File: src/hdl/ioPredicate_defines.svh
// --------------------
// I/O predication unit parameters
// Address width, port count and the fixed read and write port windows
// --------------------

`ifndef IO_PREDICATE_DEFINES_SVH
`define IO_PREDICATE_DEFINES_SVH

// Data memory address width in bits, shared by the read and write addresses
`define IO_ADDR_WIDTH 10

// Number of read ports, and equally of write ports
`define IO_PORT_COUNT 4

// --------------------
// Port windows

// Read port p answers at IO_READ_BASE + p
`define IO_READ_BASE 10'h3F0

// Write port p answers at IO_WRITE_BASE + p
// The two windows do not overlap so that one address never means both
`define IO_WRITE_BASE 10'h3F8

`endif

File: src/hdl/ioPredicatePkg.sv
// --------------------
// I/O predication types
// Port selections, per-port stage-2 checks and the annulled enables
// --------------------

`include "ioPredicate_defines.svh"

package ioPredicatePkg;

    // --------------------
    // Stage 1 result

    // One-hot or zero per direction
    // Bit p of readSelect means the instruction reads port p
    // Bit p of writeSelect means the instruction writes port p
    typedef struct packed {
        logic [`IO_PORT_COUNT-1:0] readSelect;
        logic [`IO_PORT_COUNT-1:0] writeSelect;
    } portSelect;

    // --------------------
    // Stage 2 result, one per port

    // The selected bits carry the decode forward to the enables
    // A blocked bit is set when the port is selected but not ready
    typedef struct packed {
        logic readSelected;
        logic writeSelected;
        logic readBlocked;
        logic writeBlocked;
    } portCheck;

    // --------------------
    // Final output

    // Read enable pops a read port and write enable pushes a write port
    // Both are zero for an annulled instruction
    typedef struct packed {
        logic [`IO_PORT_COUNT-1:0] readEnable;
        logic [`IO_PORT_COUNT-1:0] writeEnable;
    } portEnables;

endpackage

File: src/hdl/ioAddressDecoder.sv
// --------------------
// I/O address decoder, stage 1
// Maps the read and write addresses onto registered one-hot port selects
// --------------------

`include "ioPredicate_defines.svh"

module ioAddressDecoder (
    input  logic                          clock,
    input  logic                          reset,
    input  logic [`IO_ADDR_WIDTH-1:0]     readAddr,
    input  logic [`IO_ADDR_WIDTH-1:0]     writeAddr,
    output ioPredicatePkg::portSelect     selection
);

    // --------------------
    // Window decode

    // Turns an address into a one-hot select for the window starting at base
    // The subtraction is unsigned, so an address below base wraps to a large
    // offset and falls out of the window just like one above it
    function automatic logic [`IO_PORT_COUNT-1:0] windowSelect(
        input logic [`IO_ADDR_WIDTH-1:0] addr,
        input logic [`IO_ADDR_WIDTH-1:0] base
    );
        logic [`IO_ADDR_WIDTH-1:0] offset;
        logic                      inWindow;
        logic [`IO_PORT_COUNT-1:0] oneHot;
        offset   = addr - base;
        inWindow = (offset < `IO_ADDR_WIDTH'(`IO_PORT_COUNT));
        oneHot   = '0;
        // Only the port whose number equals the offset is selected
        for (int p = 0; p < `IO_PORT_COUNT; p++) begin
            oneHot[p] = inWindow && (offset == `IO_ADDR_WIDTH'(p));
        end
        return oneHot;
    endfunction

    // Next selection, before the stage 1 register
    ioPredicatePkg::portSelect nextSelection;

    always_comb begin
        // Reads only look at the read window and writes only at the write window
        nextSelection.readSelect  = windowSelect(readAddr, `IO_READ_BASE);
        nextSelection.writeSelect = windowSelect(writeAddr, `IO_WRITE_BASE);
    end

    // --------------------
    // Stage 1 register

    // Addresses held before edge k give the selection from edge k on
    // Out-of-window addresses register as all zeros and so touch no port
    always_ff @(posedge clock) begin
        if (reset) begin
            selection <= '0;
        end else begin
            selection <= nextSelection;
        end
    end

endmodule

File: src/hdl/ioPortCheck.sv
// --------------------
// Per-port readiness check, stage 2
// Registers the select bits together with their blocked state
// --------------------

`include "ioPredicate_defines.svh"

module ioPortCheck (
    input  logic                       clock,
    input  logic                       reset,
    input  logic                       readSelect,
    input  logic                       writeSelect,
    input  logic                       readFull,
    input  logic                       writeFull,
    output ioPredicatePkg::portCheck   check
);

    // --------------------
    // Readiness masks

    // A read port is ready when it holds data, so a selected read is
    // blocked while its flag is still empty
    logic readBlockedNext;

    // A write port is ready when it has room, so a selected write is
    // blocked while its flag shows full
    logic writeBlockedNext;

    // Unselected ports never block, whatever their flags say
    assign readBlockedNext  = readSelect & ~readFull;
    assign writeBlockedNext = writeSelect & writeFull;

    // --------------------
    // Stage 2 register

    // The flags are sampled on the same edge as the stage 1 selection,
    // which is one edge after the addresses were taken
    always_ff @(posedge clock) begin
        if (reset) begin
            check <= '0;
        end else begin
            // Keep the raw selects so the combiner can build the enables
            check.readSelected  <= readSelect;
            check.writeSelected <= writeSelect;
            check.readBlocked   <= readBlockedNext;
            check.writeBlocked  <= writeBlockedNext;
        end
    end

endmodule

File: src/hdl/ioReadyCombiner.sv
// --------------------
// Ready combiner and enable annulment
// Reduces all port checks to one ready level and gates the enables with it
// --------------------

`include "ioPredicate_defines.svh"

module ioReadyCombiner (
    input  ioPredicatePkg::portCheck [`IO_PORT_COUNT-1:0] checks,
    output logic                                          ioReady,
    output ioPredicatePkg::portEnables                    enables
);

    // --------------------
    // Gather

    // Any selected port that is not ready marks the whole instruction
    logic                      notReady;

    // Selected ports in each direction, collected from the port checks
    logic [`IO_PORT_COUNT-1:0] readSelected;
    logic [`IO_PORT_COUNT-1:0] writeSelected;

    always_comb begin
        notReady      = 1'b0;
        readSelected  = '0;
        writeSelected = '0;
        for (int p = 0; p < `IO_PORT_COUNT; p++) begin
            // A blocked read and a blocked write both annul the instruction
            notReady         = notReady | checks[p].readBlocked | checks[p].writeBlocked;
            readSelected[p]  = checks[p].readSelected;
            writeSelected[p] = checks[p].writeSelected;
        end
    end

    // --------------------
    // Ready and annulment

    // An instruction that touches no port has nothing blocked and so is ready
    assign ioReady = ~notReady;

    // Only let the enables through when every accessed port is ready
    // Otherwise a read would pop data that the annulled instruction never
    // consumes, or a write would push data that is about to be discarded
    // Both vectors are annulled together even if only one side was blocked
    always_comb begin
        enables.readEnable  = readSelected & {`IO_PORT_COUNT{ioReady}};
        enables.writeEnable = writeSelected & {`IO_PORT_COUNT{ioReady}};
    end

endmodule

File: src/hdl/ioPredicator.sv
// --------------------
// I/O predication unit, top level
// Address decode, per-port flag checks and the ready combiner
// --------------------

`include "ioPredicate_defines.svh"

module ioPredicator (
    input  logic                              clock,
    input  logic                              reset,
    input  logic [`IO_ADDR_WIDTH-1:0]         readAddr,
    input  logic [`IO_ADDR_WIDTH-1:0]         writeAddr,
    input  logic [`IO_PORT_COUNT-1:0]         readFull,
    input  logic [`IO_PORT_COUNT-1:0]         writeFull,
    output logic                              ioReady,
    output ioPredicatePkg::portEnables        enables
);

    // Stage 1 result, one-hot per direction
    ioPredicatePkg::portSelect                    selection;

    // Stage 2 result, one entry per port
    ioPredicatePkg::portCheck [`IO_PORT_COUNT-1:0] checks;

    // --------------------
    // Stage 1

    ioAddressDecoder decoderInst (
        .clock     (clock),
        .reset     (reset),
        .readAddr  (readAddr),
        .writeAddr (writeAddr),
        .selection (selection)
    );

    // --------------------
    // Stage 2

    // Port p pairs read port p with write port p, each with its own flag
    for (genvar p = 0; p < `IO_PORT_COUNT; p++) begin : portCheckGen
        ioPortCheck portCheckInst (
            .clock       (clock),
            .reset       (reset),
            .readSelect  (selection.readSelect[p]),
            .writeSelect (selection.writeSelect[p]),
            .readFull    (readFull[p]),
            .writeFull   (writeFull[p]),
            .check       (checks[p])
        );
    end

    // --------------------
    // Ready and enables

    // Combinational on the stage 2 registers, two edges after the addresses
    ioReadyCombiner combinerInst (
        .checks  (checks),
        .ioReady (ioReady),
        .enables (enables)
    );

endmodule

File: config.mk
export PLATFORM = sky130hd
export DESIGN_NAME = ioPredicator
export DESIGN_NICKNAME = d
export VERILOG_FILES = /design/src/hdl/ioPredicatePkg.sv /design/src/hdl/ioAddressDecoder.sv /design/src/hdl/ioPortCheck.sv /design/src/hdl/ioReadyCombiner.sv /design/src/hdl/ioPredicator.sv
export VERILOG_INCLUDE_DIRS = /design/src /design/src/hdl
export SDC_FILE = /design/constraint.sdc
export NUM_CORES = 1
export LEC_CHECK = 0
export ABC_AREA = 1
export BUFFER_PORTS_ARGS = -buffer_cell sky130_fd_sc_hd__buf_2
export CORE_MARGIN = 10
export CORE_UTILIZATION = 45
export DETAILED_ROUTE_END_ITERATION = 6
export GPL_TIMING_DRIVEN = 1
export PLACE_DENSITY = 0.87
export SETUP_SLACK_MARGIN = 0.4
export SYNTH_ARGS = -nofsm -noshare
export SYNTH_HDL_FRONTEND = slang
export SYNTH_SLANG_ARGS = --single-unit
File: constraint.sdc
create_clock -name clock -period 1.2 [get_ports clock]
set_clock_uncertainty 0.1 [all_clocks]
set_input_delay 0.12 -clock clock [delete_from_list [all_inputs] [get_ports clock]]
set_output_delay 0.12 -clock clock [all_outputs]
set_load 0.05 [all_outputs]
==> impl_metrics.yaml <==
routing:
  wl_per_cell_um: 12.0
  drt_iter0_markers: 4
  dr.pass1.iters: 2
  viasPerCell: 4.67
  drc: 0
  antenna_left: 0
  drt_wl_total_um: 2210
  vias: 864
timing:
  rsz0062_at_grt: "true"
  fin_crit_sh_pct: 132
  max_freq_mhz: 631
  drv_slew: 0
  hold_violations: 9
  tightest_slew_ns: 0.311
  period_minus_slack_ns: 1.59
  slew_headroom_pct: 79.3
  fin_ws_ns: -0.385
  setup-violations-final: 9
  fin_hold_ws_ns: -0.125
die:
  die_h_um: 65.2
  dieArea_mm2: 0.00425
  core_mm2: 0.00194
  die_w_um: 65.2
  rows: 16
  ios: 39
  start_util_pct: 47.3
synth:
  syn_nets: 140
  yosysWarnings: 0
  synth_cell_type_count: 15
  syn-cell-area_um2: 918
  syn_area_per_cell_um2: 8.43
  synth_cells: 109
  ys_ff_latch: 24
  yosysSeqAreaShare_pct: 52.3
  yosysTopAreaCell: "dfxtp_1"
  yosys.area.top_type_share_pct: 52.3
  synth_area_leaders: "dfxtp_1, nor2_1, nor3b_2"
worst_setup_path:
  arrival_ns: 1.37
  path_class: "reg2out"
  start_kind: "flip-flop"
  crit_required_ns: 0.98
  worstRegToRegCells: 2
  crit_fanout: 4
  endpoint_kind: "primary output"
clocking:
  postCtsSetupRepairBufs: 0
  tritoncts: "built"
  numCtsBuffers: 3
  clockBufferDepth: 2
  cts_root_buf: "clkbuf_4"
  clock_sinks: 24
  worstSkewPairLatency_ns: 0.30
  path_clk_slew_ns: 0.12
  cts_max_level: 1
global_routing:
  grt_start_max_net_pins: 19
  grt-ovfl-total: 0
  grt_pass1_wl_um: 3880
  antenna_found_initial: 0
  grt_pass1_vias: 976
  grt_usage_pct: 11.1
status:
  violations: "hold timing, setup timing"
  status: "complete, but fails checks"
min_path:
  hold_path.class: "in2reg"
  hold_depth: 2
power:
  peakVddDrop_mv: 0.665
  powerDensity_mw_per_mm2: 908
  p_leak_nw: 0.620
cells_and_area:
  layout_common_cells: "buf_2, nor2_1, dfxtp_1"
  nNetsFinal: 190
  synthToLayoutAreaGrowth_pct: 58.6
  layout-drive-gt1-share_pct: 43.0
  diodes: 0
  final_common_cell: "buf_2"
flow_run:
  drv_cap: 0
placement:
  place_ws_ns: -0.112
  gp_congestion: 0.666
  port_buffers: 38
  dp_hpwl_um: 1620
==> per-stage QoR <==
step | instance area, um2 | total power [mW] | instances | util, % | setup TNS [ns]
global route | 1460 | 1.38 | 185 | 75.0 | -3.88
floorplan | 1020 | 0.854 | 109 | - | -1.03
finish | 1460 | 1.32 | 185 | 75.0 | -3.19
CTS | 1410 | 1.32 | 183 | 72.6 | -3.25
detailed placement | 1240 | 0.913 | 172 | 63.8 | -0.829
global placement | 1240 | 0.907 | 172 | 63.8 | -0.675
==> registers in the layout (all words and copies together), names as in the netlist <==
register and flops:
portCheckGen.portCheckInst.check 16, decoderInst.selection 8
==> Yosys cell counts (all sizes together) <==
cell type and count:
inv 12, nor3 5, buf 2, ha 1, nor2 32, nor3b 8
nand3b 1, or2 1, nand3 7, nand2 14, o21ai 2, dfxtp 24
==> worst paths after layout <==
check        slack (ns)                                endpoint                              startpoint
max               -0.39                              enables[7]  portCheckGen[1].portCheckInst.check[1]
min               -0.13  portCheckGen[2].portCheckInst.check[1]                             readFull[2]
max reg2reg        0.52  portCheckGen[1].portCheckInst.check[1]                decoderInst.selection[5]
min reg2reg        0.33  portCheckGen[0].portCheckInst.check[2]                decoderInst.selection[0]
==> per-layer routing <==
metal | up-vias | track usage [%] | routed length (um)
li1 | 438 | - | -
met1 | 388 | 10.9 | 868
met2 | 36 | 19.1 | 1110
met3 | 2 | 5.59 | 218
met4 | 0 | 4.81 | 10
met5 | - | 0 | 0
==> cells by family (layout without fill, tap and decap cells) <==
family / Yosys count / count (layout) / synth area share (%)
buffers and inverters: 14 / 61 / 5.99
and+or+nand+nor: 68 / 70 / 38.8
adders and majority gates: 1 / 1 / 1.36
AOI/OAI and AO/OA: 2 / 2 / 1.50
DFF: 24 / 24 / 52.3
==> power breakdown <==
part           internal [mW]  switching, mW  total, mW
combinational         0.0706         0.0557      0.126
sequential             0.797       0.000138      0.797
clock                  0.185          0.214      0.399
==> cell type report <==
cell class,instances,area [um2]
clock buffer,4,36.3
fill,159,485
inverter,12,45.0
multi-input combinational,73,524
sequential,24,484
tap,27,33.8
timing repair buffer,45,333
==> critical path, cell delays in order (launching register included) <==
cell and delay [ns]:
dfxtp_1 0.34, nor2_4 0.14, nand2_2 0.15, nor3b_4 0.24, buf_6 0.18
==> timing repair <==
| action | 4_1_cts | 5_1_grt |
|---|---|---|
| cloned | 2 | 0 |
| gates resized for setup | 21 | 8 |
| pin swaps | 12 | 10 |
| hold buffers | 5 | 2 |
| endpoints found under the setup margin | 9 | 14 |
| endpoints found under the hold margin | 16 | 9 |
(Power assumes the default switching activity.)
